`src/logic/l1_cache_pkg.sv`:
```
// l1 cache shared definitions
package l1_cache_pkg;

    // geometry, fixed for this cache
    localparam int WORD_W      = 32;
    localparam int CACHE_BYTES = 1024;
    localparam int BLOCK_WORDS = 2;                  // words per frame
    localparam int N_WAYS      = 2;
    localparam int N_SETS      = CACHE_BYTES / (N_WAYS * BLOCK_WORDS * WORD_W / 8); // 64
    localparam int SET_BITS    = $clog2(N_SETS);
    localparam int WORD_BITS   = $clog2(BLOCK_WORDS);
    localparam int WAY_BITS    = $clog2(N_WAYS);
    localparam int BYTE_BITS   = 2;                  // byte offset in a word
    localparam int TAG_BITS    = WORD_W - SET_BITS - WORD_BITS - BYTE_BITS; // 23

    // everything at or above this bypasses the cache
    localparam logic [WORD_W-1:0] NONCACHE_BASE = 32'h8000_0000;

    typedef logic [WORD_W-1:0]   word_t;
    typedef logic [WORD_W/8-1:0] byte_en_t;    // one bit per byte lane
    typedef logic [TAG_BITS-1:0] tag_t;
    typedef logic [SET_BITS-1:0] set_idx_t;
    typedef logic [WORD_BITS-1:0] word_idx_t;
    typedef logic [WAY_BITS-1:0] way_idx_t;

    // address split, msb first
    typedef struct packed {
        tag_t                 tag;
        set_idx_t             set_idx;
        word_idx_t            word_idx;
        logic [BYTE_BITS-1:0] byte_off;
    } decoded_addr_t;

    typedef enum logic [2:0] {
        IDLE,
        WB,            // victim write-back
        FETCH,         // block fill
        FLUSH_SCAN,    // look for dirty frames
        FLUSH_FRAME    // write one dirty frame out
    } ctrl_state_t;

    typedef enum logic [2:0] {
        TAG_NONE,
        TAG_TOUCH,         // hit way becomes last used
        TAG_SET_DIRTY,     // write hit
        TAG_FILL,          // new tag, valid, clean
        TAG_CLEAN_VICTIM,
        TAG_CLEAN_SWEEP
    } tag_op_t;

    typedef enum logic [1:0] {
        DATA_NONE,
        DATA_MERGE,    // byte lanes from the processor
        DATA_FILL      // full word from memory
    } data_op_t;

endpackage

```
`src/logic/walk_counters.sv`:
```
// burst and flush walk counters
`timescale 1ns/100ps

module walk_counters (
    input  logic                             CLK,
    input  logic                             nRST,
    input  logic                             word_en,
    input  logic                             word_clr,
    input  logic                             way_en,
    input  logic                             way_clr,
    input  logic                             set_en,
    input  logic                             set_clr,
    output logic [l1_cache_pkg::WORD_BITS:0] word_num,
    output logic [l1_cache_pkg::WAY_BITS:0]  way_num,
    output logic [l1_cache_pkg::SET_BITS:0]  set_num,
    output logic                             word_done,
    output logic                             way_done,
    output logic                             set_done
);
    import l1_cache_pkg::*;

    always_ff @(posedge CLK, negedge nRST) begin
        if (!nRST) begin
            word_num <= '0;
            way_num  <= '0;
            set_num  <= '0;
        end else begin
            if (word_clr) begin
                word_num <= '0;          // clear wins over enable
            end else if (word_en) begin
                word_num <= word_num + 1'b1;
            end
            if (way_clr) begin
                way_num <= '0;
            end else if (way_en) begin
                way_num <= way_num + 1'b1;
            end
            if (set_clr) begin
                set_num <= '0;
            end else if (set_en) begin
                set_num <= set_num + 1'b1;
            end
        end
    end

    // done once the count is one past the last index
    assign word_done = (word_num == (WORD_BITS + 1)'(BLOCK_WORDS));
    assign way_done  = (way_num == (WAY_BITS + 1)'(N_WAYS));
    assign set_done  = (set_num == (SET_BITS + 1)'(N_SETS));

    // controller stops stepping once a count is done
    assert property (@(posedge CLK) disable iff (!nRST) word_en && !word_clr |-> !word_done);
    assert property (@(posedge CLK) disable iff (!nRST) way_en && !way_clr |-> !way_done);
    assert property (@(posedge CLK) disable iff (!nRST) set_en && !set_clr |-> !set_done);

endmodule

```
`config.mk`:
```
export PLATFORM = sky130hd
export DESIGN_NAME = walk_counters
export DESIGN_NICKNAME = d
export VERILOG_FILES = /design/src/logic/l1_cache_pkg.sv /design/src/logic/walk_counters.sv
export SDC_FILE = /design/constraint.sdc
export NUM_CORES = 1
export LEC_CHECK = 0
export BUFFER_PORTS_ARGS = -buffer_cell sky130_fd_sc_hd__clkbuf_2
export CORE_AREA = 2 2 39 41
export DETAILED_ROUTE_END_ITERATION = 10
export DIE_AREA = 0 0 41 43
export MAX_ROUTING_LAYER = met4
export PLACE_DENSITY = 0.68
export SYNTH_ARGS = -nofsm -noshare
export SYNTH_HDL_FRONTEND = slang
export SYNTH_SLANG_ARGS = --single-unit
```
`constraint.sdc`:
```
create_clock -name CLK -period 3.3 [get_ports CLK]
set_input_delay 0.66 -clock CLK [delete_from_list [all_inputs] [get_ports CLK]]
set_output_delay 0.66 -clock CLK [all_outputs]
set_load 0.02 [all_outputs]
```
==> results of run 1 <==
==> where the power goes <==
group / switching [mW] / leakage [nW] / internal, mW
sequential: 0.00754 / 0.149 / 0.142
clock: 0.0471 / 0.0177 / 0.0449
combinational: 0.0308 / 0.213 / 0.0204
total: 0.0854 / 0.380 / 0.207
==> state kept, by name, indices dropped and copies added (netlist names) <==
register and count:
set_num 7, way_num 2, word_num 2
==> how the worst min path moves through the flow <==
stage / end / slack, ns
after floorplan: set_num[0] / 0.36
after global placement: word_num[1] / 0.54
after detailed placement: set_num[1] / 0.55
after CTS: set_num[3] / 0.25
after global routing: set_num[3] / 0.26
final: set_num[3] / 0.25
==> worst max-delay path: cells and delay by family, from the launching register on <==
family / cells / cell delay [ns]
DFF: 1 / 0.43
and+or+nand+nor: 2 / 0.54
buffers and inverters: 1 / 0.16
==> cell type report <==
cell class / instances / area, sq um
timing repair buffer: 21 / 105
tap: 16 / 20.0
inverter: 6 / 22.5
fill: 145 / 698
clock inverter: 1 / 5.00
sequential: 11 / 275
multi-input combinational: 35 / 235
clock buffer: 3 / 22.5
==> metal layers <==
layer / up-vias / wire length (um)
met1: 210 / 453
met2: 23 / 504
li1: 222 / -
met3: 2 / 78
met5: - / 0
met4: 0 / 4
==> stage by stage <==
step / utilization [%] / area (sq um) / hold slack (ns)
2_1_floorplan: - / 533 / 0.364
3_3_place_gp: 47.6 / 658 / 0.545
3_5_place_dp: 47.6 / 658 / 0.545
4_1_cts: 49.5 / 686 / 0.248
5_1_grt: 49.5 / 686 / 0.264
6_report: 49.5 / 686 / 0.246
==> logic make-up after synthesis <==
| logic type | count (synthesis) | share of synthesized area, % |
|---|---|---|
| simple gates | 18 | 15.5 |
| flops | 11 | 51.6 |
| xor+xnor | 6 | 9.86 |
| buf+inv | 6 | 4.23 |
| compound gates | 4 | 3.76 |
| fa+ha+maj | 4 | 9.39 |
| mux | 3 | 5.63 |
==> layout by cell type (no fill, tap or decap), types with 3 or more instances in the layout <==
master,n
sky130_fd_sc_hd__clkbuf_2,21
sky130_fd_sc_hd__dfrtp_1,11
sky130_fd_sc_hd__nor2_1,9
sky130_fd_sc_hd__inv_1,6
sky130_fd_sc_hd__ha_1,4
sky130_fd_sc_hd__mux2i_1,3
sky130_fd_sc_hd__nand2_1,3
sky130_fd_sc_hd__xor2_1,3
sky130_fd_sc_hd__xnor2_1,3
sky130_fd_sc_hd__clkbuf_4,3
==> impl_metrics.toml, run 1 <==
[place]
last_weighted_congestion_value_of_the_routability_driven_placer = 0.744
dp_hpwl_um = 809
buffer_ports.inserted = 21
pre_cts_slack_ns = 1.60
placed_instances = 89

[drt]
ant_nets = 0
wl_um = 1040
num_vias = 457
first_iter_violations = 4
wl_per_cell_um = 11.2
routed_via_density = 4.91
first_pass_iters = 4
drcViolationCount = 0

[worst_setup_path]
rr_worst_depth = 4
worst_path_max_delay_cell = "sky130_fd_sc_hd__dfrtp_1"
crit_path_end_kind = "output port"
worstReg2RegStart = "set_num[0]"
rr_endpoint = "set_num[6]"
path_class = "reg2out"
arrival_ns = 1.40
critPathRequiredTime_ns = 2.64
worstPathCellList = "nor4_1 > and3_1 > clkbuf_2"
worst_path_largest_cell_delay_ns = 0.43
worstSetupStartpoint = "set_num[3]"
worstPathMaxFanout = 5
setup_slack_on_the_worst_flop_to_flop_path_ns = 1.91
cp-endpoint = "set_done"
worstSetupStartpointType = "register"

[finish]
design.final.nets = 90
drive_above_1_share_pct = 32.5
areaGrowthSynthToFinish_pct = 28.6
filler_free_cell_count_of_the_finished_design = 93
n_antenna_cell = 0

[synthesis]
yosysSeqAreaShare_pct = 51.6
synth.lib_cells_used.distinct = 14
synthesis.area_sq_um = 533
synthMostInstantiatedCell = "sky130_fd_sc_hd__dfrtp_1"
yosys_warnings = 0
synth_top_flop_cell = "sky130_fd_sc_hd__dfrtp_1"
synth.net_count = 64
synth_top_area_share_pct = 51.6
synth.cells.most_frequent = "11 x sky130_fd_sc_hd__dfrtp_1, 9 x sky130_fd_sc_hd__nor2_1, 6 x sky130_fd_sc_hd__inv_1"
yosys-top-cells-area = "sky130_fd_sc_hd__dfrtp_1 52%, sky130_fd_sc_hd__ha_1 9.4%, sky130_fd_sc_hd__nor2_1 6.3%"
synthArstFlopShare_pct = 100
postSynthRegisterBits = 11
synth_cells = 52
yosys.area.top_type = "sky130_fd_sc_hd__dfrtp_1"
synth-edff-count = 0
post_synth.cell_area_avg_sq_um = 10.3

[power_and_ir_drop]
worst_case_vdd_ir_drop_mv = 0.226
power.static_leakage_nw = 0.380
power-per-cell-area_nw_per_um2 = 427
total_power_mw = 0.293

[outcome]
outcome = "finished clean"

[floorplanning]
io_pins = 22
die_area_sq_um = 1760
fp.coreArea_sq_um = 1380
chipWidth_um = 41
row_count = 14
effective_utilization_at_floorplan_pct = 38.5
die_h_um = 43

[global_route]
routing_usage_on_met1_pct = 15.5
first_pass_grt_wire_length_um = 1720
met2_usage_grt_pct = 24.1
grtUsageMet3_pct = 4.71
number_of_global_route_vias_before_repair = 461
global_route.usage.total_pct = 15.0
grt_max_degree = 12
gr-max-usage-layer = "met2"
initial_antenna_violation_count = 0
globalRoute.totalOverflow = 0

[cts]
ctsLongestPathBuffers = 2
cts_resized = 0
clk_root_buffer_cell = "sky130_fd_sc_hd__clkbuf_4"
cts_buffers = 3
clkSinkCount = 11
cts.hold.buffers_added = 0
worstSkewPairLatency_ns = 0.27
cts_tree = "yes"
post_cts.repair.setup_buffers = 0
cts-htree-levels = 1
cts.reportedPaths.clkPinSlew_ns = 0.07

[sta]
slew_violations = 0
timing.clock.skew_ns = 0.00230
post-route-min-period_ns = 2.06
timing.setup.tns_ns = 0
hold_violations = 0
maxClockFrequency_mhz = 486
crit_path_setup_slack_layout_ns = 1.24
tightestPinTransition_ns = 0.282
timing.slew.headroom_pct = 81.0
rsz0062_at_grt = "false"
setup_violations = 0
fin_crit_sh_pct = 62.3

[worst_hold_path]
min_path_type = "in2async"

[job]
count_of_maximum_capacitance_violations = 0
No activity file was read; power rests on OpenSTA's default activity.
==> run 2, diff against run 1 <==
==> constraint.sdc (replaced) <==
create_clock -name CLK -period 1.9 [get_ports CLK]
set_input_delay 0.38 -clock CLK [delete_from_list [all_inputs] [get_ports CLK]]
set_output_delay 0.38 -clock CLK [all_outputs]
set_load 0.02 [all_outputs]
==> run 2 against run 1 <==
Cell count up 1.1%. Critical path type unchanged. Utilization up 0.72 points. Register-to-register slack worse by 1.4 ns. Highest routed layer is now met3. Sequential power up 74%. Critical endpoint unchanged. Non-clock buffer count up 1.
==> impl_metrics.toml, run 2 (synthesis results as in run 1) <==
[place]
buffer_ports.inserted = 21
last_weighted_congestion_value_of_the_routability_driven_placer = 0.744
dp_hpwl_um = 786
placed_instances = 89

[worst_hold_path]
holdPathStages = 2
hold_end = "way_num[1]"
min_path_type = "in2reg"
hp-start = "way_clr"

[power_and_ir_drop]
switching_fraction_pct = 29.1
power-per-cell-area_nw_per_um2 = 731
power.share.combinational_pct = 17.8
power.clock.fraction_pct = 31.2
worst_case_vdd_ir_drop_mv = 0.402
net_sw_power_mw = 0.148
pwr-share-seq_pct = 51.0
power.static_leakage_nw = 0.384
internal-power_mw = 0.361

[floorplanning]
chipWidth_um = 41
die_area_sq_um = 1760
die_h_um = 43
effective_utilization_at_floorplan_pct = 38.5
io_pins = 22
fp.coreArea_sq_um = 1380
row_count = 14

[outcome]
outcome = "finished clean"

[cts]
worstSkewPairLatency_ns = 0.27
cts.reportedPaths.clkPinSlew_ns = 0.07
clk_root_buffer_cell = "sky130_fd_sc_hd__clkbuf_4"
cts_tree = "yes"
ctsLongestPathBuffers = 2
cts_resized = 0
clkSinkCount = 11
cts-htree-levels = 1
cts_buffers = 3

[worst_setup_path]
arrival_ns = 1.39
worstPathMaxFanout = 5
worst_path_largest_cell_delay_ns = 0.43
rr_endpoint = "set_num[6]"
cp.depth = 3
worst_path_dominant_cell_family = "simple AND/OR/NAND/NOR gates"
worstSetupStartpointType = "register"
crit_path_end_kind = "output port"
critPathRequiredTime_ns = 1.52
worst_path_max_delay_cell = "sky130_fd_sc_hd__dfrtp_1"
worstReg2RegStart = "set_num[0]"
rr_worst_depth = 4
setup_slack_on_the_worst_flop_to_flop_path_ns = 0.51
path_class = "reg2out"
worstPathCellList = "nor4_1 > and3_1 > clkbuf_2"
critical_path.n_buffers_inverters = 1

[sta]
hold_violations = 0
timing.setup.tns_ns = 0
slew_violations = 0
timing.clock.skew_ns = 0.000441
fin_crit_sh_pct = 93.0
post-route-min-period_ns = 1.77
rsz0062_at_grt = "false"
maxClockFrequency_mhz = 566
timing.slew.headroom_pct = 81.9
tightestPinTransition_ns = 0.269
fin_worst_hold_slack_ns = 0.273
setup_violations = 0

[global_route]
first_pass_grt_wire_length_um = 1610
initial_antenna_violation_count = 0
global_route.usage.total_pct = 13.9
grt_max_degree = 12
globalRoute.totalOverflow = 0
number_of_global_route_vias_before_repair = 439

[finish]
mostFrequentLayoutCell = "sky130_fd_sc_hd__clkbuf_2"
design.final.nets = 91
layout_common_cells = "21 x sky130_fd_sc_hd__clkbuf_2, 11 x sky130_fd_sc_hd__dfrtp_1, 9 x sky130_fd_sc_hd__nor2_1, 6 x sky130_fd_sc_hd__inv_1, 4 x sky130_fd_sc_hd__ha_1"
filler_free_cell_count_of_the_finished_design = 94
largest_register_ff_count = 7
fillers = 145
biggestRegsByFlops = "set_num: 7 flops, way_num: 2 flops, word_num: 2 flops"
registers.top_by_ff_count = "set_num"
n_antenna_cell = 0
drive_above_1_share_pct = 32.1
areaGrowthSynthToFinish_pct = 30.5

[drt]
wl_um = 1030
drcViolationCount = 0
ant_nets = 0
wl_per_cell_um = 10.9
num_vias = 449
first_iter_violations = 8
first_pass_iters = 2
routed_via_density = 4.78

[job]
count_of_maximum_capacitance_violations = 0
run 2: changes by cell type in the layout (fill, tap and decap cells not counted):
cell,previous run,this run
sky130_fd_sc_hd__dlygate4sd3_1,0,1
run 2: metrics by stage:
step / area [sq um] / utilization [%] / setup slack [ns] / power, mW
after global routing: 696 / 50.3 / 0.0808 / 0.540
after CTS: 696 / 50.3 / 0.156 / 0.519
after global placement: 658 / 47.6 / 0.479 / 0.352
after detailed placement: 658 / 47.6 / 0.465 / 0.355
after floorplan: 533 / - / 0.500 / 0.317
final: 696 / 50.3 / 0.133 / 0.509
run 2: power by group through the flow:
stage | sequential [mW] | combinational, mW | clock [mW]
after floorplan | 0.278 | 0.0389 | 0
after global placement | 0.264 | 0.0881 | 0
after detailed placement | 0.264 | 0.0903 | 0
after CTS | 0.260 | 0.0921 | 0.167
after global routing | 0.261 | 0.105 | 0.174
final | 0.260 | 0.0906 | 0.159
run 2: final cells by class:
type / instances / area [sq um] / area share, %
sequential: 11 / 275 / 39.6
tap: 16 / 20.0 / 2.88
inverter: 6 / 22.5 / 3.24
multi-input combinational: 35 / 235 / 33.8
clock inverter: 1 / 5.00 / 0.719
timing repair buffer: 22 / 115 / 16.5
clock buffer: 3 / 22.5 / 3.24
run 2: worst max path at each step:
stage               startpoint       end
detailed placement  set_num[3]  set_done
floorplan           set_num[3]  set_done
global route        set_num[3]  set_done
global placement    set_num[3]  set_done
CTS                 set_num[3]  set_done
finish              set_num[3]  set_done
run 2: worst register-to-register path: stages (launching register included):
cell and delay (ns):
sky130_fd_sc_hd__dfrtp_1 0.44, sky130_fd_sc_hd__ha_1 0.20, sky130_fd_sc_hd__nand4_1 0.16, sky130_fd_sc_hd__or3_1 0.38, sky130_fd_sc_hd__a21oi_1 0.14
run 2: repair_timing:
item,4_1_cts,5_1_grt
hold buffers,1,0
buffers inserted,0,0
endpoints found under the hold margin,11,0
run 2: layer usage:
metal | routed length (um) | vias to the layer above | global-route usage [%]
li1 | - | 222 | -
met1 | 462 | 208 | 14.2
met2 | 496 | 19 | 22.8
met3 | 68 | 0 | 4.71
met4 | 0 | 0 | 6.00
met5 | 0 | - | -
