===== config.mk =====
export PLATFORM = sky130hd
export DESIGN_NAME = cache_ctrl
export DESIGN_NICKNAME = d
export VERILOG_FILES = /design/src/logic/l1_cache_pkg.sv /design/src/logic/cache_ctrl.sv
export SDC_FILE = /design/constraint.sdc
export NUM_CORES = 1
export LEC_CHECK = 0
export ABC_CLOCK_PERIOD_IN_PS = 1900
export BUFFER_PORTS_ARGS = -buffer_cell sky130_fd_sc_hd__buf_2
export CAP_MARGIN = 25
export CORE_MARGIN = 3
export CORE_UTILIZATION = 31
export DETAILED_ROUTE_END_ITERATION = 7
export GPL_TIMING_DRIVEN = 0
export PLACE_DENSITY_LB_ADDON = 0.25
export SLEW_MARGIN = 20
export SYNTH_ARGS = -nofsm -noshare
export SYNTH_HDL_FRONTEND = slang
export SYNTH_SLANG_ARGS = --single-unit

===== constraint.sdc =====
create_clock -name CLK -period 1.9 [get_ports CLK]
set_input_delay 0.38 -clock CLK [delete_from_list [all_inputs] [get_ports CLK]]
set_output_delay 0.38 -clock CLK [all_outputs]
set_load 0.01 [all_outputs]

===== src/logic/l1_cache_pkg.sv =====
// l1 cache shared definitions
package l1_cache_pkg;

    // geometry, fixed for this cache
    localparam int WORD_W      = 32;
    localparam int CACHE_BYTES = 1024;
    localparam int BLOCK_WORDS = 2;                  // words per frame
    localparam int N_WAYS      = 2;
    localparam int N_SETS      = CACHE_BYTES / (N_WAYS * BLOCK_WORDS * WORD_W / 8); // 64
    localparam int SET_BITS    = $clog2(N_SETS);
    localparam int WORD_BITS   = $clog2(BLOCK_WORDS);
    localparam int WAY_BITS    = $clog2(N_WAYS);
    localparam int BYTE_BITS   = 2;                  // byte offset in a word
    localparam int TAG_BITS    = WORD_W - SET_BITS - WORD_BITS - BYTE_BITS; // 23

    // everything at or above this bypasses the cache
    localparam logic [WORD_W-1:0] NONCACHE_BASE = 32'h8000_0000;

    typedef logic [WORD_W-1:0]   word_t;
    typedef logic [WORD_W/8-1:0] byte_en_t;    // one bit per byte lane
    typedef logic [TAG_BITS-1:0] tag_t;
    typedef logic [SET_BITS-1:0] set_idx_t;
    typedef logic [WORD_BITS-1:0] word_idx_t;
    typedef logic [WAY_BITS-1:0] way_idx_t;

    // address split, msb first
    typedef struct packed {
        tag_t                 tag;
        set_idx_t             set_idx;
        word_idx_t            word_idx;
        logic [BYTE_BITS-1:0] byte_off;
    } decoded_addr_t;

    typedef enum logic [2:0] {
        IDLE,
        WB,            // victim write-back
        FETCH,         // block fill
        FLUSH_SCAN,    // look for dirty frames
        FLUSH_FRAME    // write one dirty frame out
    } ctrl_state_t;

    typedef enum logic [2:0] {
        TAG_NONE,
        TAG_TOUCH,         // hit way becomes last used
        TAG_SET_DIRTY,     // write hit
        TAG_FILL,          // new tag, valid, clean
        TAG_CLEAN_VICTIM,
        TAG_CLEAN_SWEEP
    } tag_op_t;

    typedef enum logic [1:0] {
        DATA_NONE,
        DATA_MERGE,    // byte lanes from the processor
        DATA_FILL      // full word from memory
    } data_op_t;

endpackage


===== src/logic/cache_ctrl.sv =====
// cache controller FSM
`timescale 1ns/100ps

module cache_ctrl (
    input  logic                             CLK,
    input  logic                             nRST,
    input  l1_cache_pkg::word_t              proc_addr,
    input  logic                             proc_ren,
    input  logic                             proc_wen,
    input  l1_cache_pkg::byte_en_t           proc_byte_en,
    output logic                             proc_busy,
    output l1_cache_pkg::word_t              mem_addr,
    output logic                             mem_ren,
    output logic                             mem_wen,
    output l1_cache_pkg::byte_en_t           mem_byte_en,
    input  logic                             mem_busy,
    output logic                             mem_sel_cache,
    input  logic                             flush,
    output logic                             flush_done,
    input  logic                             hit,
    input  l1_cache_pkg::way_idx_t           hit_way,
    input  l1_cache_pkg::way_idx_t           victim_way,
    input  logic                             victim_dirty,
    input  l1_cache_pkg::tag_t               victim_tag,
    input  logic                             sweep_dirty,
    input  l1_cache_pkg::tag_t               sweep_tag,
    output l1_cache_pkg::tag_op_t            tag_op,
    output l1_cache_pkg::set_idx_t           sweep_set,
    output l1_cache_pkg::way_idx_t           sweep_way,
    output l1_cache_pkg::data_op_t           data_op,
    output l1_cache_pkg::set_idx_t           data_set,
    output l1_cache_pkg::way_idx_t           data_way,
    output l1_cache_pkg::word_idx_t          data_word,
    input  logic [l1_cache_pkg::WORD_BITS:0] word_num,
    input  logic [l1_cache_pkg::WAY_BITS:0]  way_num,
    input  logic [l1_cache_pkg::SET_BITS:0]  set_num,
    input  logic                             word_done,
    input  logic                             way_done,
    input  logic                             set_done,
    output logic                             word_en,
    output logic                             word_clr,
    output logic                             way_en,
    output logic                             way_clr,
    output logic                             set_en,
    output logic                             set_clr
);
    import l1_cache_pkg::*;

    ctrl_state_t   state, next_state;
    decoded_addr_t req;
    logic          req_any;     // read or write pending
    logic          req_write;   // read wins if both are up
    logic          pass;        // non-cacheable region
    word_idx_t     burst_word;  // word within the burst

    assign req        = proc_addr;
    assign req_any    = proc_ren | proc_wen;
    assign req_write  = proc_wen & ~proc_ren;
    assign pass       = (proc_addr >= NONCACHE_BASE);
    assign burst_word = word_num[WORD_BITS-1:0];

    // flush walk position
    assign sweep_set = set_num[SET_BITS-1:0];
    assign sweep_way = way_num[WAY_BITS-1:0];

    always_ff @(posedge CLK, negedge nRST) begin
        if (!nRST) begin
            state <= IDLE;
        end else begin
            state <= next_state;
        end
    end

    always_comb begin
        next_state    = state;
        proc_busy     = 1'b1;
        mem_addr      = proc_addr;
        mem_ren       = 1'b0;
        mem_wen       = 1'b0;
        mem_byte_en   = '1;         // bursts move whole words
        mem_sel_cache = 1'b1;
        flush_done    = 1'b0;
        tag_op        = TAG_NONE;
        data_op       = DATA_NONE;
        data_set      = req.set_idx;
        data_way      = hit_way;
        data_word     = req.word_idx;
        word_en       = 1'b0;
        word_clr      = 1'b0;
        way_en        = 1'b0;
        way_clr       = 1'b0;
        set_en        = 1'b0;
        set_clr       = 1'b0;

        case (state)
            IDLE: begin
                if (req_any && pass) begin
                    // straight to memory, done when memory is
                    mem_ren       = proc_ren;
                    mem_wen       = req_write;
                    mem_byte_en   = proc_byte_en;
                    mem_sel_cache = 1'b0;
                    proc_busy     = mem_busy;
                end else if (req_any && hit) begin
                    proc_busy = 1'b0;   // same-cycle hit
                    if (req_write) begin
                        tag_op  = TAG_SET_DIRTY;
                        data_op = DATA_MERGE;
                    end else begin
                        tag_op = TAG_TOUCH;
                    end
                end else if (req_any) begin
                    next_state = victim_dirty ? WB : FETCH;  // miss
                end else if (flush) begin
                    next_state = FLUSH_SCAN;
                end
            end

            WB: begin
                data_way  = victim_way;
                data_word = burst_word;
                mem_addr  = {victim_tag, req.set_idx, burst_word, {BYTE_BITS{1'b0}}};
                if (word_done) begin
                    word_clr   = 1'b1;
                    tag_op     = TAG_CLEAN_VICTIM;
                    next_state = FETCH;
                end else begin
                    mem_wen = 1'b1;
                    word_en = !mem_busy;    // hold on back-pressure
                end
            end

            FETCH: begin
                data_way  = victim_way;
                data_word = burst_word;
                mem_addr  = {req.tag, req.set_idx, burst_word, {BYTE_BITS{1'b0}}};
                if (word_done) begin
                    word_clr   = 1'b1;
                    tag_op     = TAG_FILL;
                    next_state = IDLE;      // request hits there
                end else begin
                    mem_ren = 1'b1;
                    if (!mem_busy) begin
                        word_en = 1'b1;
                        data_op = DATA_FILL;
                    end
                end
            end

            FLUSH_SCAN: begin
                if (set_done) begin
                    flush_done = 1'b1;
                    set_clr    = 1'b1;
                    next_state = IDLE;
                end else if (way_done) begin
                    way_clr = 1'b1;         // next set
                    set_en  = 1'b1;
                end else if (sweep_dirty) begin
                    next_state = FLUSH_FRAME;
                end else begin
                    way_en = 1'b1;          // clean, skip
                end
            end

            FLUSH_FRAME: begin
                data_set  = sweep_set;
                data_way  = sweep_way;
                data_word = burst_word;
                mem_addr  = {sweep_tag, sweep_set, burst_word, {BYTE_BITS{1'b0}}};
                if (word_done) begin
                    word_clr   = 1'b1;
                    way_en     = 1'b1;
                    tag_op     = TAG_CLEAN_SWEEP;
                    next_state = FLUSH_SCAN;
                end else begin
                    mem_wen = 1'b1;
                    word_en = !mem_busy;
                end
            end

            default: next_state = IDLE;
        endcase
    end

    // one memory strobe at a time across every state
    assert property (@(posedge CLK) disable iff (!nRST) !(mem_ren && mem_wen));

    // a stalled strobe keeps its address until memory accepts it
    assert property (@(posedge CLK) disable iff (!nRST)
        (mem_ren || mem_wen) && mem_busy |=> $stable(mem_addr) && (mem_ren || mem_wen));

endmodule


==> metrics, run 1 <==
status complete, but fails checks; failing checks negative setup slack; top flop regs state (3); Post-synth top cells 30 x nand2_1, 27 x o21ai_0, 24 x a22oi_1, 15 x mux2_2, 12 x nor2_1; unrepaired setup endpoints after global routing true; logic gate share of total power 89.3%; Ys Warns 0; # H-tree levels 1; DR DRC count 0; later-pin clock latency in the skew report 0.22 ns; Ant. Diodes 0; post-synthesis cell type count 38; Critical Path Sink Type output pin; initial antenna violation count 0; relative slew slack 65.2%; Initial Utilization 32.8%; placed cell area 2120 sq um; Peak VDD IR 696 uV; CP startpoint kind register; pwr dens 982 nW/um^2; critical path cell sequence buf_8 > nor4bb_2 > a21oi_1 > a2bb2oi_1 > nor2_1 > buf_2; Leak 0.00147 uW; Reg area 76.3 sq um; GPL Wtd Cong 0.810; final setup TNS -2.54 ns; fin nets 481; global-route wire length before repair 7.56 mm; Fin. Hold Viols 0; top cell type's share of synthesized area 14.8%; total CTS buffers 3; Final Cycle Share 107%; Top FF cell, synth dfrtp_1; switching part of the total 47.0%; CP max FO 9; I/O Buffers 168; Max stage delay on crit path 0.50 ns; Top-Level Pins 174; FFs w/ async S/R, synth 100%; final worst-path setup slack -0.130 ns; CTS max path bufs 2; Die X 68.7 um; Mapped Area 1220 sq um; syn nets 290; clock slew at reported path FFs 0.03 ns; Post-Place Worst Slack -0.163 ns; area of the multi-input gates 1230 sq um; Setup Crit Path Kind register to output pin; Psw 1300 uW; area grow syn2layout 130%; Reg2Reg Setup Slack 0.23 ns; die footprint 4720 sq um; pin count of the biggest net entering global routing 11; Seq/Total Area, Yosys 6.16%; Post-synth EDFFs 0; Worst EP arrival 1.65 ns; Vias/cell 5.17; Synth Area per Inst 6.66 sq um; number of max-cap violations 0; CP max-delay cell dfrtp_2; antenna-violating nets left 0; WHS 0.494 ns; die height 68.7 um; Core Area 3720 sq um; share of cells above drive strength 1 72.7%; P_int 1460 uW; most flop-heavy register state; vias in the first global route 1723; clk root buf clkbuf_8; sequential power share 3.9%; Slew Limit Fails 0; synthesis-stage register bit count 3; Worst Clk Skew 0.00633 ns; Detail Placement HPWL 4.45 mm; largest cells by area after synthesis a22oi_1 15%, mux2_2 14%, o21ai_0 11%, nand2_1 9.2%, dfrtp_1 6.2%; count leader, synth nand2_1; Critical Path RT 1.52 ns; TritonCTS clock tree done; First-pass DRT Iterations 4; GRT Util Overall 20.5%; clock power share 6.8%; min cycle time layout 2.03 ns; Hold WC Path Type input port to async pin; Detailed Route Iter0 Violations 59; max reg flops 3; Synth area leader a22oi_1; fmax 0.493 GHz; CTS Sinks 3; detailed-route wire length 6.32 mm; vias 2178; Rows 22; Tightest Pin Transition 0.522 ns; cells after synthesis 183; filler cell count 292; post-DR wirelength/cell 15.0 um; Final Power 2760 uW; total congestion overflow 0; final setup violation count 42; final instance area 2810 sq um
path summary, 6_finish.rpt:
path                       cells after the start      start         to
setup / recovery                               6   state[2]  tag_op[0]
hold / removal                                 2       nRST   state[1]
setup reg to reg                               6   state[0]   state[1]
hold reg to reg                                4   state[0]   state[0]
max in group asynchronous                      2       nRST   state[2]
min in group CLK                               2  word_done   state[2]
routing by layer:
layer  track usage (%)  up-vias  part of all wire [%]
li1                  -     1050                     -
met1              25.2      997                    39
met2              35.9      125                    52
met3              2.76        6                   8.5
met4              8.03        0                   1.1
met5                 0        -                     0
cell usage in the layout (no fill, tap or decap), types with 4 or more instances in the layout:
cell type / instances
a22oi_1: 20
a22oi_2: 4
buf_2: 154
buf_4: 17
buf_6: 29
mux2_4: 14
nand2_1: 13
nand2_2: 14
nand2b_1: 4
nor2_1: 9
o21ai_1: 17
o21ai_2: 7
or3_1: 4
critical path: cells and delay by family, from the launching register on:
kind | cells | cell delay, ns
flops | 1 | 0.50
compound gates | 2 | 0.23
simple gates | 2 | 0.39
buf+inv | 2 | 0.32
area by class of cell:
| type | count | area share, % |
|---|---|---|
| Multi-Input combinational cell | 152 | 43.7 |
| Clock buffer | 4 | 1.60 |
| Tap cell | 48 | 2.14 |
| Buffer | 24 | 7.93 |
| Timing Repair Buffer | 187 | 41.6 |
| Inverter | 3 | 0.401 |
| Sequential cell | 3 | 2.72 |
cell families (layout without fill, tap and decap cells):
family / after synthesis / after routing / share of synthesized area, %
multiplexers: 16 / 16 / 14.7
flip-flops: 3 / 3 / 6.16
AND/OR/NAND/NOR: 69 / 69 / 29.2
XOR/XNOR: 1 / 1 / 1.34
AO/OA/AOI/OAI: 66 / 66 / 35.7
buffers and inverters: 28 / 218 / 12.9
repair_timing:
| action | CTS | global route |
|---|---|---|
| hold buffers | 1 | 0 |
| endpoints found under the setup margin | 50 | 52 |
| buffers inserted | 8 | 5 |
| pin swaps | 5 | 16 |
| endpoints found under the hold margin | 3 | 0 |
| gates cloned | 0 | 5 |
| gates resized for setup | 57 | 88 |
per-stage QoR:
stage / utilization (%) / cells
2_1_floorplan: - / 183
3_3_place_gp: 57.0 / 399
3_5_place_dp: 57.0 / 399
4_1_cts: 67.0 / 412
5_1_grt: 75.6 / 421
6_report: 75.6 / 421
power by group through the flow:
| stage | clock network [uW] | logic (uW) | registers (uW) |
|---|---|---|---|
| after detailed placement | 0 | 1640 | 102 |
| after global routing | 199 | 2640 | 111 |
| after global placement | 0 | 1620 | 102 |
| final | 187 | 2460 | 108 |
| after floorplan | 0 | 1030 | 97.4 |
| after CTS | 193 | 2090 | 104 |
No activity file was read; power rests on OpenSTA's default activity.
==> run 2, diff against run 1 <==
--- a/config.mk
+++ b/config.mk
@@ -11,7 +11,6 @@
 export CORE_MARGIN = 3
 export CORE_UTILIZATION = 31
 export DETAILED_ROUTE_END_ITERATION = 7
-export GPL_TIMING_DRIVEN = 0
 export PLACE_DENSITY_LB_ADDON = 0.25
 export SLEW_MARGIN = 20
 export SYNTH_ARGS = -nofsm -noshare
==> metrics, run 2 (synthesis gave the netlist of run 1 again) <==
CTS Sinks 3; total CTS buffers 3; Final Cycle Share 106%; Critical Path Sink Type output pin; Critical Path RT 1.52 ns; GRT Util Overall 19.8%; Initial Utilization 32.8%; CP max-delay cell dfrtp_2; DR DRC count 0; unrepaired setup endpoints after global routing true; Setup Crit Path Kind register to output pin; Peak VDD IR 580 uV; I/O Buffers 170; Vias/cell 5.02; CP startpoint kind register; pwr dens 1020 nW/um^2; fmax 0.496 GHz; pin count of the biggest net entering global routing 24; Worst EP arrival 1.64 ns; CP max FO 4; Die X 68.7 um; post-DR wirelength/cell 13.8 um; detailed-route wire length 5.62 mm; First-pass DRT Iterations 4; final worst-path setup slack -0.116 ns; Worst Clk Skew 0.00113 ns; top flop regs state (3); Max stage delay on crit path 0.43 ns; total congestion overflow 0; clk root buf clkbuf_8; min cycle time layout 2.02 ns; crit path buf inv count 2; number of max-cap violations 0; Detail Placement HPWL 4.34 mm; vias 2045; Post-Place Worst Slack 0.0440 ns; vias in the first global route 1684; critical path cell sequence buf_6 > xor2_4 > o21ai_4 > mux2_4 > buf_6; die height 68.7 um; antenna-violating nets left 0; # H-tree levels 1; most flop-heavy register state; Placed Instances 394; clock slew at reported path FFs 0.03 ns; most common cell after layout, fill and taps aside buf_2; Rows 22; share of cells above drive strength 1 66.0%; status complete, but fails checks; area grow syn2layout 102%; Hold WC Path Type input port to async pin; GPL Wtd Cong 0.809; CTS max path bufs 2; failing checks negative setup slack; global-route wire length before repair 7.37 mm; Slew Limit Fails 0; most frequent cells in the layout 166 x buf_2, 30 x nand2_1, 24 x a22oi_1, 17 x o21ai_1, 14 x buf_4; Fin. Hold Viols 0; TritonCTS clock tree done; final setup violation count 47; fin cells 407; family with the most delay on the worst path flip-flops; filler cell count 336; final setup TNS -2.03 ns; later-pin clock latency in the skew report 0.22 ns; Most common cell on crit path buf_6; die footprint 4720 sq um; Top-Level Pins 174; Leak 0.00131 uW; max reg flops 3; Detailed Route Iter0 Violations 61; initial antenna violation count 0; Core Area 3720 sq um; relative slew slack 83.6%; Ant. Diodes 0; Final Power 2510 uW; fin nets 467; Tightest Pin Transition 0.244 ns
-- run 2: changes by cell type in the layout (fill, tap and decap cells not counted), moves of 5 or more --
| cell | change |
|---|---|
| nand2_1 | +17 |
| mux2_2 | +12 |
| buf_12 | +5 |
| mux2_4 | -12 |
| buf_2 | +12 |
| o21ai_2 | -5 |
| o21ai_0 | +5 |
| buf_6 | -20 |
| nand2_2 | -14 |
-- run 2: path summary, 6_finish.rpt --
check	startpoint	end	slack, ns	depth (start not counted)
hold / removal	nRST	state[2]	0.49	2
max in group asynchronous	nRST	state[1]	1.28	2
hold reg to reg	state[1]	state[1]	0.69	2
min in group CLK	word_done	state[2]	0.54	2
setup / recovery	state[0]	data_word	-0.12	5
setup reg to reg	state[1]	state[1]	0.21	7
-- run 2: cell type report --
cell class	instances	area, sq um	area share, %
well taps	48	60.1	2.44
flip-flops and latches	3	77.6	3.15
multi-input cells	152	1090	44.2
inverters	3	11.3	0.457
repair buffers	197	1180	48.0
clock buffers	4	45.0	1.83
-- run 2: repair_timing --
item	4_1_cts	5_1_grt
hold buffers	1	0
hold endpoints to repair	3	0
setup buffers	4	4
pin swaps	9	3
endpoints found under the setup margin	56	56
gates resized for setup	31	22
-- run 2: power by group --
part | switching, uW | total [uW] | internal (uW)
Combinational | 1070 | 2190 | 1120
Clock | 47.1 | 191 | 144
Sequential | 36.8 | 125 | 87.8
Total | 1150 | 2510 | 1350
-- run 2: stage by stage --
stage / hold WS (ns) / instance area [sq um] / utilization, %
5_1_grt: 0.523 / 2460 / 66.3
6_report: 0.494 / 2460 / 66.3
4_1_cts: 0.481 / 2350 / 63.2
3_3_place_gp: 0.179 / 2180 / 58.7
2_1_floorplan: 0.0844 / 1220 / -
3_5_place_dp: 0.180 / 2180 / 58.7
-- run 2: per-layer routing --
layer	vias up	GRT usage, %	routed length [um]
met1	916	24.3	2220
li1	1016	-	-
met5	-	0	0
met3	3	1.94	543
met2	110	35.5	2830
met4	0	7.30	28
